## config.mk

```make
export PLATFORM = sky130hd
export DESIGN_NAME = cpu_core
export DESIGN_NICKNAME = d
export VERILOG_FILES = /design/src/hdl/mips_pkg.sv /design/src/hdl/alu.sv /design/src/hdl/reg_file.sv /design/src/hdl/fetch_unit.sv /design/src/hdl/decode_stage.sv /design/src/hdl/back_end.sv /design/src/hdl/cpu_core.sv
export SDC_FILE = /design/constraint.sdc
export NUM_CORES = 2
export LEC_CHECK = 0
export BUFFER_PORTS_ARGS = -buffer_cell sky130_fd_sc_hd__buf_2
export CORE_MARGIN = 4
export CORE_UTILIZATION = 30
export DETAILED_ROUTE_END_ITERATION = 12
export PLACE_DENSITY = 0.44
export SYNTH_ARGS = -nofsm -noshare
export SYNTH_HDL_FRONTEND = slang
export SYNTH_SLANG_ARGS = --single-unit
```

## constraint.sdc

```tcl
create_clock -name clk -period 12.6 [get_ports clk]
set_input_delay 2.52 -clock clk [delete_from_list [all_inputs] [get_ports clk]]
set_output_delay 2.52 -clock clk [all_outputs]
set_load 0.02 [all_outputs]
```

## src/hdl/mips_pkg.sv

```systemverilog
package mips_pkg;

    // ------------------------------
    // primary opcodes
    // ------------------------------
    localparam logic [5:0] op_special = 6'h00;
    localparam logic [5:0] op_j       = 6'h02;
    localparam logic [5:0] op_jal     = 6'h03;
    localparam logic [5:0] op_beq     = 6'h04;
    localparam logic [5:0] op_bne     = 6'h05;
    localparam logic [5:0] op_addiu   = 6'h09;
    localparam logic [5:0] op_slti    = 6'h0a;
    localparam logic [5:0] op_andi    = 6'h0c;
    localparam logic [5:0] op_ori     = 6'h0d;
    localparam logic [5:0] op_xori    = 6'h0e;
    localparam logic [5:0] op_lui     = 6'h0f;

    // function codes under op_special
    localparam logic [5:0] fn_sll  = 6'h00;
    localparam logic [5:0] fn_srl  = 6'h02;
    localparam logic [5:0] fn_sra  = 6'h03;
    localparam logic [5:0] fn_jr   = 6'h08;
    localparam logic [5:0] fn_addu = 6'h21;
    localparam logic [5:0] fn_subu = 6'h23;
    localparam logic [5:0] fn_and  = 6'h24;
    localparam logic [5:0] fn_or   = 6'h25;
    localparam logic [5:0] fn_xor  = 6'h26;
    localparam logic [5:0] fn_nor  = 6'h27;
    localparam logic [5:0] fn_slt  = 6'h2a;
    localparam logic [5:0] fn_sltu = 6'h2b;

    // boot rom base, first fetch address
    localparam logic [31:0] reset_pc = 32'hbfc0_0000;

    typedef enum logic [3:0] {
        alu_add,
        alu_sub,
        alu_and,
        alu_or,
        alu_xor,
        alu_nor,
        alu_slt,
        alu_sltu,
        alu_lui,
        alu_sll,
        alu_srl,
        alu_sra
    } alu_op_t;

    // ------------------------------
    // instruction word, two views
    // ------------------------------
    typedef struct packed {
        logic [5:0] op;
        logic [4:0] rs;
        logic [4:0] rt;
        logic [4:0] rd;
        logic [4:0] shamt;
        logic [5:0] funct;
    } inst_r_t;

    typedef struct packed {
        logic [5:0]  op;
        logic [4:0]  rs;
        logic [4:0]  rt;
        logic [15:0] imm;
    } inst_i_t;

    // jump index is {rs, rt, imm} of the i view
    typedef union packed {
        inst_r_t r;
        inst_i_t i;
    } inst_t;

    // ------------------------------
    // stage payloads
    // ------------------------------
    typedef struct packed {
        logic [31:0] pc;
        alu_op_t     alu_op;
        logic [31:0] a;
        logic [31:0] b;
        logic [4:0]  waddr;
        logic        reg_write;
        // result is pc+8
        logic        link;
    } id_ex_t;

    typedef struct packed {
        logic [31:0] pc;
        logic [4:0]  waddr;
        logic        reg_write;
        logic [31:0] result;
    } wb_t;

    // one per stage, EX/MEM/WB back to decode
    typedef struct packed {
        logic        reg_write;
        logic [4:0]  waddr;
        logic [31:0] data;
        logic        ready;
    } fwd_t;

endpackage

```

## src/hdl/alu.sv

```systemverilog
`timescale 1ns/10ps

module alu import mips_pkg::*; (
    input  alu_op_t     op,
    input  logic [31:0] a,
    input  logic [31:0] b,
    output logic [31:0] result
);

    // shift amount in a, shifted value in b
    always_comb begin
        case (op)
            alu_add:  result = a + b;
            alu_sub:  result = a - b;
            alu_and:  result = a & b;
            alu_or:   result = a | b;
            alu_xor:  result = a ^ b;
            alu_nor:  result = ~(a | b);
            alu_slt:  result = {31'd0, $signed(a) < $signed(b)};
            alu_sltu: result = {31'd0, a < b};
            // upper half from imm
            alu_lui:  result = {b[15:0], 16'd0};
            alu_sll:  result = b << a[4:0];
            alu_srl:  result = b >> a[4:0];
            alu_sra:  result = $unsigned($signed(b) >>> a[4:0]);
            default:  result = 32'd0;
        endcase
    end

endmodule

```

## src/hdl/reg_file.sv

```systemverilog
`timescale 1ns/10ps

module reg_file (
    input  logic        clk,
    input  logic        wen,
    input  logic [4:0]  waddr,
    input  logic [31:0] wdata,
    input  logic [4:0]  raddr1,
    input  logic [4:0]  raddr2,
    output logic [31:0] rdata1,
    output logic [31:0] rdata2
);

    logic [31:0] regs [32];

    // write at the clock edge
    always_ff @(posedge clk) begin
        if (wen) begin
            regs[waddr] <= wdata;
        end
    end

    // async reads, r0 reads zero
    assign rdata1 = (raddr1 == 5'd0) ? 32'd0 : regs[raddr1];
    assign rdata2 = (raddr2 == 5'd0) ? 32'd0 : regs[raddr2];

    // decode drops r0 destinations before they get here
    a_no_r0_write: assert property (@(posedge clk) wen |-> waddr != 5'd0);

endmodule

```

## src/hdl/fetch_unit.sv

```systemverilog
`timescale 1ns/10ps

module fetch_unit import mips_pkg::*; (
    input  logic        clk,
    input  logic        resetn,
    // instruction bus
    output logic        inst_req,
    output logic [31:0] inst_addr,
    input  logic [31:0] inst_rdata,
    input  logic        inst_addr_ok,
    input  logic        inst_data_ok,
    // from decode
    input  logic        stall,
    input  logic        branch_taken,
    input  logic [31:0] branch_target,
    // IF/ID register
    output logic        if_valid,
    output inst_t       if_inst,
    output logic [31:0] if_pc
);

    typedef enum logic [1:0] {
        st_idle,
        st_addr,
        st_data,
        st_full
    } fetch_state_t;

    fetch_state_t state;
    fetch_state_t state_nxt;
    logic [31:0]  pc;
    logic [31:0]  pc_nxt;
    logic [31:0]  hold_word;
    logic         redir_valid;
    logic [31:0]  redir_pc;
    logic         word_ready;
    logic         ifid_free;
    logic         load;

    // word on the bus this cycle, or parked in hold_word
    assign word_ready = (state == st_data && inst_data_ok) || state == st_full;
    // IF/ID drains unless decode holds it
    assign ifid_free  = !if_valid || !stall;
    assign load       = word_ready && ifid_free;

    // one request at a time, address is the fetch pc
    assign inst_req  = (state == st_addr);
    assign inst_addr = pc;

    // ------------------------------
    // bus request FSM
    // ------------------------------
    always_comb begin
        case (state)
            st_idle: state_nxt = st_addr;
            st_addr: state_nxt = inst_addr_ok ? st_data : st_addr;
            // word arrived but IF/ID busy, park it
            st_data: state_nxt = !inst_data_ok ? st_data : (load ? st_addr : st_full);
            st_full: state_nxt = load ? st_addr : st_full;
            default: state_nxt = st_idle;
        endcase
    end

    // delay slot is loaded while or after its branch leaves ID
    assign pc_nxt = branch_taken ? branch_target :
                    redir_valid  ? redir_pc      : pc + 32'd4;

    always_ff @(posedge clk) begin
        if (!resetn) begin
            state       <= st_idle;
            pc          <= reset_pc;
            redir_valid <= 1'b0;
            if_valid    <= 1'b0;
        end else begin
            state <= state_nxt;
            // pc moves only when its word enters IF/ID
            if (load) begin
                pc <= pc_nxt;
            end
            // taken branch waits here for its delay slot
            if (load) begin
                redir_valid <= 1'b0;
            end else if (branch_taken) begin
                redir_valid <= 1'b1;
            end
            if (load) begin
                if_valid <= 1'b1;
            end else if (!stall) begin
                if_valid <= 1'b0;
            end
        end
    end

    // payload, no reset
    always_ff @(posedge clk) begin
        if (branch_taken && !load) begin
            redir_pc <= branch_target;
        end
        if (state == st_data && inst_data_ok) begin
            hold_word <= inst_rdata;
        end
        if (load) begin
            if_inst <= (state == st_full) ? hold_word : inst_rdata;
            if_pc   <= pc;
        end
    end

    // address held until accepted
    a_addr_stable: assert property (@(posedge clk) disable iff (!resetn)
        inst_req && !inst_addr_ok |=> inst_req && $stable(inst_addr));

endmodule

```

## src/hdl/decode_stage.sv

```systemverilog
`timescale 1ns/10ps

module decode_stage import mips_pkg::*; (
    input  logic        clk,
    input  logic        resetn,
    input  logic        if_valid,
    input  inst_t       if_inst,
    input  logic [31:0] if_pc,
    // register file
    output logic [4:0]  raddr1,
    output logic [4:0]  raddr2,
    input  logic [31:0] rdata1,
    input  logic [31:0] rdata2,
    // forwarding
    input  fwd_t        fwd_ex,
    input  fwd_t        fwd_mem,
    input  fwd_t        fwd_wb,
    // to fetch
    output logic        stall,
    output logic        branch_taken,
    output logic [31:0] branch_target,
    // ID/EX register
    output logic        id_valid,
    output id_ex_t      id_ex
);

    logic [5:0]  op;
    logic [5:0]  funct;
    logic [4:0]  rs;
    logic [4:0]  rt;
    logic [31:0] imm_sext;
    logic [31:0] imm_zext;
    logic [31:0] fa;
    logic [31:0] fb;
    logic [31:0] pc_ds;
    alu_op_t     alu_op;
    logic        r_write;
    logic        use_imm;
    logic        use_zext;
    logic        use_sa;
    logic        link;
    logic        is_beq;
    logic        is_bne;
    logic        is_j;
    logic        is_jr;
    logic        ex_busy_rs;
    logic        ex_busy_rt;
    logic [4:0]  waddr;

    // youngest matching stage wins, r0 never matches
    function automatic logic [31:0] fwd_pick(input logic [4:0] addr, input logic [31:0] rf,
                                             input fwd_t ex, input fwd_t mem, input fwd_t wb);
        return (ex.reg_write && ex.waddr == addr)   ? ex.data  :
               (mem.reg_write && mem.waddr == addr) ? mem.data :
               (wb.reg_write && wb.waddr == addr)   ? wb.data  : rf;
    endfunction

    // ------------------------------
    // field extraction
    // ------------------------------
    assign op       = if_inst.r.op;
    assign funct    = if_inst.r.funct;
    assign rs       = if_inst.i.rs;
    assign rt       = if_inst.i.rt;
    assign imm_sext = {{16{if_inst.i.imm[15]}}, if_inst.i.imm};
    assign imm_zext = {16'd0, if_inst.i.imm};
    assign raddr1   = rs;
    assign raddr2   = rt;

    assign use_imm  = (op != op_special);
    assign use_zext = op inside {op_andi, op_ori, op_xori, op_lui};
    assign use_sa   = (op == op_special) && (funct inside {fn_sll, fn_srl, fn_sra});
    assign link     = (op == op_jal);
    assign is_beq   = (op == op_beq);
    assign is_bne   = (op == op_bne);
    assign is_j     = (op == op_j) || (op == op_jal);
    assign is_jr    = (op == op_special) && (funct == fn_jr);

    // jal to r31, i-format to rt, else rd
    assign waddr = link ? 5'd31 : (use_imm ? rt : if_inst.r.rd);

    always_comb begin
        alu_op  = alu_add;
        r_write = 1'b1;
        case (op)
            op_special: begin
                case (funct)
                    fn_addu: alu_op = alu_add;
                    fn_subu: alu_op = alu_sub;
                    fn_and:  alu_op = alu_and;
                    fn_or:   alu_op = alu_or;
                    fn_xor:  alu_op = alu_xor;
                    fn_nor:  alu_op = alu_nor;
                    fn_slt:  alu_op = alu_slt;
                    fn_sltu: alu_op = alu_sltu;
                    fn_sll:  alu_op = alu_sll;
                    fn_srl:  alu_op = alu_srl;
                    fn_sra:  alu_op = alu_sra;
                    // jr and unknown functs
                    default: r_write = 1'b0;
                endcase
            end
            // jal result comes from the link path
            op_addiu, op_jal: alu_op = alu_add;
            op_slti: alu_op = alu_slt;
            op_andi: alu_op = alu_and;
            op_ori:  alu_op = alu_or;
            op_xori: alu_op = alu_xor;
            op_lui:  alu_op = alu_lui;
            default: r_write = 1'b0;
        endcase
    end

    // ------------------------------
    // operands and branch
    // ------------------------------
    assign fa = fwd_pick(rs, rdata1, fwd_ex, fwd_mem, fwd_wb);
    assign fb = fwd_pick(rt, rdata2, fwd_ex, fwd_mem, fwd_wb);

    // branch compare cannot use an unlatched EX result
    assign ex_busy_rs = fwd_ex.reg_write && fwd_ex.waddr == rs && !fwd_ex.ready;
    assign ex_busy_rt = fwd_ex.reg_write && fwd_ex.waddr == rt && !fwd_ex.ready;
    assign stall = if_valid && (((is_beq || is_bne || is_jr) && ex_busy_rs) ||
                                ((is_beq || is_bne) && ex_busy_rt));

    assign pc_ds = if_pc + 32'd4;
    assign branch_taken = if_valid && !stall &&
                          ((is_beq && fa == fb) || (is_bne && fa != fb) || is_j || is_jr);
    // targets relative to the delay slot
    assign branch_target = is_jr ? fa :
                           is_j  ? {pc_ds[31:28], if_inst.i.rs, if_inst.i.rt, if_inst.i.imm, 2'b00} :
                                   pc_ds + {imm_sext[29:0], 2'b00};

    // ------------------------------
    // ID/EX register
    // ------------------------------
    always_ff @(posedge clk) begin
        if (!resetn) begin
            id_valid <= 1'b0;
        end else begin
            // stall sends a bubble
            id_valid <= if_valid && !stall;
        end
    end

    always_ff @(posedge clk) begin
        id_ex <= '{pc:        if_pc,
                   alu_op:    alu_op,
                   a:         use_sa ? {27'd0, if_inst.r.shamt} : fa,
                   b:         use_imm ? (use_zext ? imm_zext : imm_sext) : fb,
                   waddr:     waddr,
                   reg_write: r_write && waddr != 5'd0,
                   link:      link};
    end

    // producer is in MEM next cycle, so one stall cycle at most
    a_stall_once: assert property (@(posedge clk) disable iff (!resetn)
        stall |-> if_valid ##1 !stall);

endmodule

```

## src/hdl/back_end.sv

```systemverilog
`timescale 1ns/10ps

module back_end import mips_pkg::*; (
    input  logic        clk,
    input  logic        resetn,
    input  logic        id_valid,
    input  id_ex_t      id_ex,
    // forwarding to decode
    output fwd_t        fwd_ex,
    output fwd_t        fwd_mem,
    output fwd_t        fwd_wb,
    // register file write
    output logic        rf_wen,
    output logic [4:0]  rf_waddr,
    output logic [31:0] rf_wdata,
    // debug writeback
    output logic [31:0] debug_wb_pc,
    output logic [3:0]  debug_wb_rf_wen,
    output logic [4:0]  debug_wb_rf_wnum,
    output logic [31:0] debug_wb_rf_wdata
);

    logic [31:0] alu_result;
    logic [31:0] ex_result;
    wb_t         ex_mem;
    wb_t         mem_wb;
    logic        ex_mem_valid;
    logic        mem_wb_valid;

    // ------------------------------
    // EX
    // ------------------------------
    alu u_alu (
        .op     (id_ex.alu_op),
        .a      (id_ex.a),
        .b      (id_ex.b),
        .result (alu_result)
    );

    // link writes the address after the delay slot
    assign ex_result = id_ex.link ? id_ex.pc + 32'd8 : alu_result;

    // ------------------------------
    // EX/MEM and MEM/WB
    // ------------------------------
    always_ff @(posedge clk) begin
        if (!resetn) begin
            ex_mem_valid <= 1'b0;
            mem_wb_valid <= 1'b0;
        end else begin
            ex_mem_valid <= id_valid;
            mem_wb_valid <= ex_mem_valid;
        end
    end

    // no loads, MEM only carries the result
    always_ff @(posedge clk) begin
        ex_mem <= '{pc:        id_ex.pc,
                    waddr:     id_ex.waddr,
                    reg_write: id_ex.reg_write,
                    result:    ex_result};
        mem_wb <= ex_mem;
    end

    // EX result is still combinational
    assign fwd_ex = '{reg_write: id_valid && id_ex.reg_write,
                      waddr:     id_ex.waddr,
                      data:      ex_result,
                      ready:     1'b0};

    assign fwd_mem = '{reg_write: ex_mem_valid && ex_mem.reg_write,
                       waddr:     ex_mem.waddr,
                       data:      ex_mem.result,
                       ready:     1'b1};

    assign fwd_wb = '{reg_write: mem_wb_valid && mem_wb.reg_write,
                      waddr:     mem_wb.waddr,
                      data:      mem_wb.result,
                      ready:     1'b1};

    // ------------------------------
    // writeback and debug port
    // ------------------------------
    assign rf_wen   = mem_wb_valid && mem_wb.reg_write;
    assign rf_waddr = mem_wb.waddr;
    assign rf_wdata = mem_wb.result;

    // all four byte enables for a word write
    assign debug_wb_pc       = mem_wb.pc;
    assign debug_wb_rf_wen   = {4{rf_wen}};
    assign debug_wb_rf_wnum  = mem_wb.waddr;
    assign debug_wb_rf_wdata = mem_wb.result;

endmodule

```

## src/hdl/cpu_core.sv

```systemverilog
`timescale 1ns/10ps

module cpu_core import mips_pkg::*; (
    input  logic        clk,
    input  logic        resetn,
    // instruction bus
    output logic        inst_req,
    output logic [31:0] inst_addr,
    input  logic [31:0] inst_rdata,
    input  logic        inst_addr_ok,
    input  logic        inst_data_ok,
    // debug writeback
    output logic [31:0] debug_wb_pc,
    output logic [3:0]  debug_wb_rf_wen,
    output logic [4:0]  debug_wb_rf_wnum,
    output logic [31:0] debug_wb_rf_wdata
);

    // IF/ID
    logic        if_valid;
    inst_t       if_inst;
    logic [31:0] if_pc;
    // ID back to fetch
    logic        stall;
    logic        branch_taken;
    logic [31:0] branch_target;
    // ID/EX
    logic        id_valid;
    id_ex_t      id_ex;
    // forwarding
    fwd_t        fwd_ex;
    fwd_t        fwd_mem;
    fwd_t        fwd_wb;
    // register file
    logic [4:0]  raddr1;
    logic [4:0]  raddr2;
    logic [31:0] rdata1;
    logic [31:0] rdata2;
    logic        rf_wen;
    logic [4:0]  rf_waddr;
    logic [31:0] rf_wdata;

    fetch_unit u_fetch (
        .clk           (clk),
        .resetn        (resetn),
        .inst_req      (inst_req),
        .inst_addr     (inst_addr),
        .inst_rdata    (inst_rdata),
        .inst_addr_ok  (inst_addr_ok),
        .inst_data_ok  (inst_data_ok),
        .stall         (stall),
        .branch_taken  (branch_taken),
        .branch_target (branch_target),
        .if_valid      (if_valid),
        .if_inst       (if_inst),
        .if_pc         (if_pc)
    );

    decode_stage u_decode (
        .clk           (clk),
        .resetn        (resetn),
        .if_valid      (if_valid),
        .if_inst       (if_inst),
        .if_pc         (if_pc),
        .raddr1        (raddr1),
        .raddr2        (raddr2),
        .rdata1        (rdata1),
        .rdata2        (rdata2),
        .fwd_ex        (fwd_ex),
        .fwd_mem       (fwd_mem),
        .fwd_wb        (fwd_wb),
        .stall         (stall),
        .branch_taken  (branch_taken),
        .branch_target (branch_target),
        .id_valid      (id_valid),
        .id_ex         (id_ex)
    );

    reg_file u_rf (
        .clk    (clk),
        .wen    (rf_wen),
        .waddr  (rf_waddr),
        .wdata  (rf_wdata),
        .raddr1 (raddr1),
        .raddr2 (raddr2),
        .rdata1 (rdata1),
        .rdata2 (rdata2)
    );

    back_end u_back (
        .clk               (clk),
        .resetn            (resetn),
        .id_valid          (id_valid),
        .id_ex             (id_ex),
        .fwd_ex            (fwd_ex),
        .fwd_mem           (fwd_mem),
        .fwd_wb            (fwd_wb),
        .rf_wen            (rf_wen),
        .rf_waddr          (rf_waddr),
        .rf_wdata          (rf_wdata),
        .debug_wb_pc       (debug_wb_pc),
        .debug_wb_rf_wen   (debug_wb_rf_wen),
        .debug_wb_rf_wnum  (debug_wb_rf_wnum),
        .debug_wb_rf_wdata (debug_wb_rf_wdata)
    );

endmodule

```

Word level (Yosys, flattened, before mapping)
Memories as Yosys holds them, arrays and structs flattened. A register that Yosys moved wholly into a read port is not among the register bits.
Index checks and enable logic that the tools add are counted.
{"block": "word_totals", "reg_bits": 414, "ram_bits": 1024, "inputBits": 36, "out_inout_bits": 106, "wordCells": 169, "mem_count": 1}
{"block": "classes", "n_addsub": 6, "magnitude_cmp": 2, "eq_ne": 44, "shifts": 3, "muxes": 34, "bitwise": 5, "n_reduce_logical": 47}
{"name": "u_rf.regs", "words": 32, "word_bits": 32, "read_ports": 2, "rd_clocked_by_memory_dff": 2, "wr": 1, "line": "reg_file.sv:14", "rtl": "logic [31:0] regs [32];"}
{"op": "$mux 32", "n": 16}
{"op": "$pmux 32 s12", "n": 1}
{"op": "$add 32x3->32 const B", "n": 2}
{"op": "$add 32x32->32", "n": 2}
{"op": "$lt 32x32->1", "n": 2}
{"op": "$eq 6x6->1 const B", "n": 8}
{"op": "$eq 6x4->1 const B", "n": 7}
{"op": "$pmux 4 s10", "n": 1}
{"op": "$add 32x4->32 const B", "n": 1}
{"op": "$and 32x32->32", "n": 1}
{"op": "$eq 32x32->1", "n": 1}
{"op": "$ne 32x32->1", "n": 1}
{"op": "$not 32->32", "n": 1}
{"op": "$or 32x32->32", "n": 1}
{"op": "$shl 32x5->32", "n": 1}
{"op": "$shr 32x5->32", "n": 1}
{"op": "$sshr 32x5->32", "n": 1}
{"op": "$sub 32x32->32", "n": 1}
{"op": "$xor 32x32->32", "n": 1}
{"op": "$eq 5x5->1", "n": 6}
{"op": "$mux 5", "n": 5}
{"op": "$eq 6x2->1 const B", "n": 4}
{"op": "$pmux 4 s6", "n": 1}
{"op": "$logic_and 1x1->1", "n": 22}
{"op": "other kinds (26)", "n": 53}

Depth between registers and ports, before layout
{"block": "depth", "word_depth": 12, "ltp_mapped": 27, "mapped_depth_nobuf": 23}

Hierarchy
A second synthesis with hierarchy kept.
{"block": "hier_totals", "cells_unflattened": 5792, "hier_area_um2": 75962.9}
{"module": "reg_file", "instances": 1, "cells_per_inst": 2400, "area_per_inst_um2": 46960.0}
{"module": "alu", "instances": 1, "cells_per_inst": 1261, "area_per_inst_um2": 8755.9}
{"module": "decode_stage", "instances": 1, "cells_per_inst": 1145, "area_per_inst_um2": 8235.4}
{"module": "fetch_unit", "instances": 1, "cells_per_inst": 489, "area_per_inst_um2": 6715.2}
{"module": "back_end", "instances": 1, "cells_per_inst": 497, "area_per_inst_um2": 5296.3}

Worst setup path after synthesis
Ideal clock, no wire load.
{"block": "synth_timing", "kind": "reg2reg", "startpoint": "register u_decode.id_ex[40] (netlist name)", "endpoint": "register u_fetch.redir_pc[0] (enable)", "arrival_time_ns": 6.931, "required_time_ns": 12.179, "slack_ns": 5.248, "path_stages_with_launch": 25, "path_buffers": 6, "synth_period_minus_slack_ns": 7.352, "path_cell_list": "dfxtp_1 -> buf_2 -> inv_2 -> buf_2 -> clkbuf_1 -> buf_2 -> ha_1 -> a211oi_1 -> o21ai_1 -> a2111oi_2 -> nor3_1 -> o211ai_1 -> o31ai_1 -> or4b_2 -> a32oi_1 -> xor2_1 -> a221oi_1 -> o211ai_1 -> a2111oi_1 -> nand4_1 -> nor4_1 -> nor3b_2 -> buf_6 -> buf_12 -> nor2_1"}
{"block": "synth_via", "elab_chain_cells": 12, "elab_cells_between_ends": 24}
{"element": "parallel branches: the longest is 2 deep, another holds $sub 32x32->32"}
{"element": "$pmux 32 s12 *", "line": "alu.sv:12", "rtl": "case (op)"}
{"element": "$mux 32 *", "line": "back_end.sv:41", "rtl": "assign ex_result = id_ex.link ? id_ex.pc + 32'd8 : alu_result;"}
{"element": "$mux 32", "line": "decode_stage.sv:53", "rtl": "return (ex.reg_write && ex.waddr == addr) ? ex.data :"}
{"element": "$eq 32x32->1 or $ne 32x32->1 (tied branches)", "line": "decode_stage.sv:128", "rtl": "((is_beq && fa == fb) || (is_bne && fa != fb) || is_j || is_jr);"}
{"element": "$logic_and 1x1->1", "line": "decode_stage.sv:128"}
{"element": "$logic_or 1x1->1 * (3 in a row)", "line": "decode_stage.sv:128"}
{"element": "$logic_and 1x1->1 *", "line": "decode_stage.sv:127", "rtl": "assign branch_taken = if_valid && !stall &&"}
{"element": "$logic_and 1x1->1 *", "line": "fetch_unit.sv:96", "rtl": "if (branch_taken && !load) begin"}
{"element": "to (signal assigned)", "line": "fetch_unit.sv:97", "rtl": "redir_pc <= branch_target;"}
{"element": "to (decl)", "line": "fetch_unit.sv:35", "rtl": "logic [31:0] redir_pc;"}
Mark *: on every way between the ends.
A chain may end at the register's enable or synchronous reset.

==> results.cfg <==
[cts]
cts-root-buf = clkbuf_16
clock_latency_ns = 0.84
cts_resized = 0
clk_path_buf_depth = 3
cts_setup_buffers = 0
cts_tree = yes
cts_hold_buf = 0
numCtsBuffers = 163
clock-sinks = 1448
path_clk_slew_ns = 0.06
cts.htree.levels = 4

[hold_path]
hold_path.class = reg2reg
hold_start = u_back.fwd_mem[11]$_DFF_P_
hold_depth = 0
hold_path_end = u_back.debug_wb_rf_wdata[10]$_DFF_P_

[synth]
synthDistinctLibCells = 101
syn_area_per_cell_sq_um = 13.20
ys_seq_elements = 1448
ys_warn_count = 0
synth_flop_cell = edfxtp_1
synth_fp_nets = 6093
syn-cell-area_sq_um = 78110
synth_edf_count = 1152
yosysSeqAreaShare = 0.5187
synth_cells = 5919
async_reset_ff_frac = 0

[run]
cap_violations = 0

[layout]
drive_gt1_frac = 0.2250
syn_to_final_growth_pct = 12.57
finalInstanceArea_sq_um = 87930
final_nets = 6091
final_util = 0.3392

[global_routing]
grt_max_degree = 102
grt_overflow = 0
antenna_found_initial = 21
grt_util_all_layers = 0.2378
grt_pass1_wl_mm = 455.6
grt_pass1_vias = 54970

[place]
place_area_sq_um = 82440
port_buffers = 141
place.gp.congestion = 0.9843
dpl.hpwl_mm = 217.5

[drt]
via_count = 55870
via_per_inst = 5.907
drcViolationCount = 0
ant_nets = 0
drt_wl_total_mm = 330.9
first_pass_iters = 6
drt_iter0_drc = 6712
wl_per_cell_um = 34.98

[power_and_ir_drop]
power_frac_comb = 0.181
clkPwrFrac = 0.379
sw_frac_of_total = 0.3014
p_int_mw = 9.031
ir_worst_vdd_mv = 0.1924
switching_power_mw = 3.897
seqPwrFrac = 0.440
power_leakage_nw = 29.68
p_per_area_nw_per_um2 = 147.0

[timing]
finalSetupTns_ns = 0
period_minus_slack_ns = 8.475
rsz0062_at_grt = false
timing.final.crit_share = 0.6726
worst_pin_slew_ns = 1.448
max_freq_mhz = 118.0
slew_headroom = 0.02814
setup_viol = 0
drv_slew = 0
final_hold_viol_count = 0
skew_ns = 0.08627

[floorplan]
die_w_um = 518.3
ios = 142
fp.coreArea_sq_um = 259200
rows = 187
initial_utilization = 0.3013
fp.dieArea_sq_um = 268600
die_y_um = 518.3

[worst_setup_path]
required_ns = 13.00
r2r_cells = 21
cp_max_fo = 52
path_class = reg2reg
path_cells = inv_1 > ha_1 > inv_1 > fa_1 > nand2b_1 > a211oi_1 > o22a_1 > o22ai_1 > xnor2_1 > a211oi_1 > o21ai_1 > a22o_1 > a21oi_1 > xor2_1 > o211ai_1 > nor4_1 > nand4_1 > nor4_1 > nor3b_4 > buf_4 > nor2_4
crit_arrival_ns = 8.87
slowest_stage = a21oi_1
reg2reg_to = u_fetch.redir_pc[27]$_DFFE_PP_
startpoint_type = register
max_stage_delay_ns = 1.04
rr_startpoint = u_decode.id_ex[39]$_DFF_P_
end_kind = register
crit_start = u_decode.id_ex[39]$_DFF_P_
reg2reg_slack_ns = 4.12

[run_status]
status = finished clean
## synthesized netlist by cell type, drive strengths merged (12+ instances only)
| cell type | n | area share |
|---|---|---|
| nor2b | 44 | 0.0035 |
| o21a | 17 | 0.0016 |
| mux2 | 72 | 0.010 |
| nand4 | 52 | 0.0042 |
| o31ai | 31 | 0.0030 |
| ha | 135 | 0.022 |
| or2 | 15 | 0.0012 |
| o22ai | 43 | 0.0036 |
| nor4 | 38 | 0.0033 |
| mux2i | 229 | 0.029 |
| a21oi | 295 | 0.019 |
| and4 | 12 | 0.0013 |
| nand2 | 469 | 0.023 |
| or3 | 17 | 0.0014 |
| a22o | 26 | 0.0029 |
| nand2b | 25 | 0.0020 |
| nand3 | 114 | 0.0073 |
| a32oi | 20 | 0.0022 |
| o211ai | 48 | 0.0046 |
| clkbuf | 223 | 0.011 |
| xor2 | 116 | 0.013 |
| o2111ai | 14 | 0.0016 |
| buf | 290 | 0.023 |
| edfxtp | 1152 | 0.44 |
| a221oi | 51 | 0.0058 |
| and2 | 33 | 0.0026 |
| dfxtp | 296 | 0.076 |
| nor3 | 104 | 0.0067 |
| and3 | 32 | 0.0026 |
| o221ai | 12 | 0.0013 |
| o21ai | 269 | 0.017 |
| a22oi | 81 | 0.0078 |
| mux4 | 595 | 0.17 |
| a221o | 22 | 0.0028 |
| inv | 139 | 0.0067 |
| o21bai | 17 | 0.0016 |
| xnor2 | 90 | 0.010 |
| a211oi | 57 | 0.0055 |
| a21o | 21 | 0.0020 |
| nor2 | 370 | 0.018 |
| a2111oi | 16 | 0.0020 |
| a31oi | 48 | 0.0038 |
## flip-flops by register name (all words and copies together), names as in the netlist, 2 cells and up, named ones only
| name | cells |
|---|---|
| u_fetch.if_pc | 32 |
| u_fetch.redir_pc | 32 |
| u_back.debug_wb_rf_wnum | 5 |
| u_back.debug_wb_rf_wdata | 32 |
| u_back.debug_wb_pc | 32 |
| u_back.ex_mem | 33 |
| u_rf.regs | 1024 |
| u_back.fwd_mem | 37 |
| u_fetch.inst_addr | 32 |
| u_fetch.if_inst | 32 |
| u_decode.id_ex | 107 |
| u_fetch.hold_word | 32 |
| u_fetch.state | 2 |
## logic make-up after synthesis
| family | Yosys count | synth area share |
|---|---|---|
| muxes | 896 | 0.2113 |
| and+or+nand+nor | 1369 | 0.08123 |
| xor gates and xnor gates | 206 | 0.02310 |
| buffers and inverters | 655 | 0.04081 |
| adders and majority gates | 138 | 0.02239 |
| DFF | 1448 | 0.5187 |
| AOI/OAI and AO/OA | 1207 | 0.1025 |
## final cells by class
cell class                 instances  area [sq um]
tap                             3402          4257
inverter                         142         539.3
antenna                            3         7.507
sequential                      1448         40560
timing repair buffer             346          2345
clock buffer                     207          4325
clock inverter                    95          1156
multi-input combinational       3816         34730
fill                           25350        171300
## cells in the final DEF (no fill, tap or decap), types with 20 or more instances in the layout
cell type and count:
mux2i_1 229, xor2_1 116, o31ai_1 30, nor4_1 34
a211oi_1 55, a21o_1 21, a221oi_1 50, dfxtp_1 280
nor2_4 33, xnor2_1 90, nand2_1 469, mux4_2 595
nand2b_1 25, a22o_1 26, clkbuf_1 37, a31oi_1 48
a21oi_1 292, nor2_1 336, buf_4 197, a22oi_1 81
clkinv_2 30, o22ai_1 41, o21ai_0 256, nand4_1 52
and3_1 32, a221o_1 22, nor3_1 102, a32oi_1 20
clkinv_1 25, buf_2 141, ha_1 135, o211ai_1 48
and2_1 32, mux2_2 72, nand3_1 114, inv_1 132
clkbuf_16 164, edfxtp_1 1152, nor2b_1 42
## critical path: cells and delay by family, from the launching register on
kind | cells | cell delay (ns)
AND/OR/NAND/NOR | 6 | 2.08
XOR/XNOR | 2 | 0.50
adder cells (fa/ha/maj) | 2 | 0.64
AO/OA/AOI/OAI | 8 | 2.94
flip-flops | 1 | 0.81
buffers and inverters | 3 | 1.01
## power by group through the flow
stage                     Combinational, mW  Sequential (mW)  Clock, mW
after floorplan                        1.29             5.83          0
after global placement                 2.31             5.79          0
after detailed placement               2.30             5.79          0
after CTS                              2.31             5.69       5.01
after global routing                   2.45             5.70       5.21
final                                  2.33             5.69       4.90
## stage by stage
step,total power [mW],instances,worst slack (ns),hold WS (ns)
final,12.93,9459,4.125,0.3247
after global routing,13.37,9456,3.701,0.3350
after CTS,13.01,9456,4.225,0.3119
after detailed placement,8.091,9154,4.243,0.3121
after global placement,8.098,9154,4.102,0.3120
after floorplan,7.127,5919,5.248,0.3096
## worst max path at each step
stage                                          end
finish              u_fetch.redir_pc[27]$_DFFE_PP_
global route        u_fetch.redir_pc[27]$_DFFE_PP_
CTS                 u_fetch.redir_pc[27]$_DFFE_PP_
detailed placement   u_fetch.redir_pc[6]$_DFFE_PP_
global placement     u_fetch.redir_pc[5]$_DFFE_PP_
floorplan            u_fetch.redir_pc[0]$_DFFE_PP_
## metal layers
| layer | routed length [um] | global-route usage | up-vias |
|---|---|---|---|
| met4 | 15750 | 0.09603 | 6 |
| met3 | 22530 | 0.03844 | 590 |
| met5 | 41 | 0 | - |
| li1 | - | - | 23280 |
| met2 | 156500 | 0.3892 | 2611 |
| met1 | 136000 | 0.3147 | 29390 |
Power figures use the tool's default switching activity.
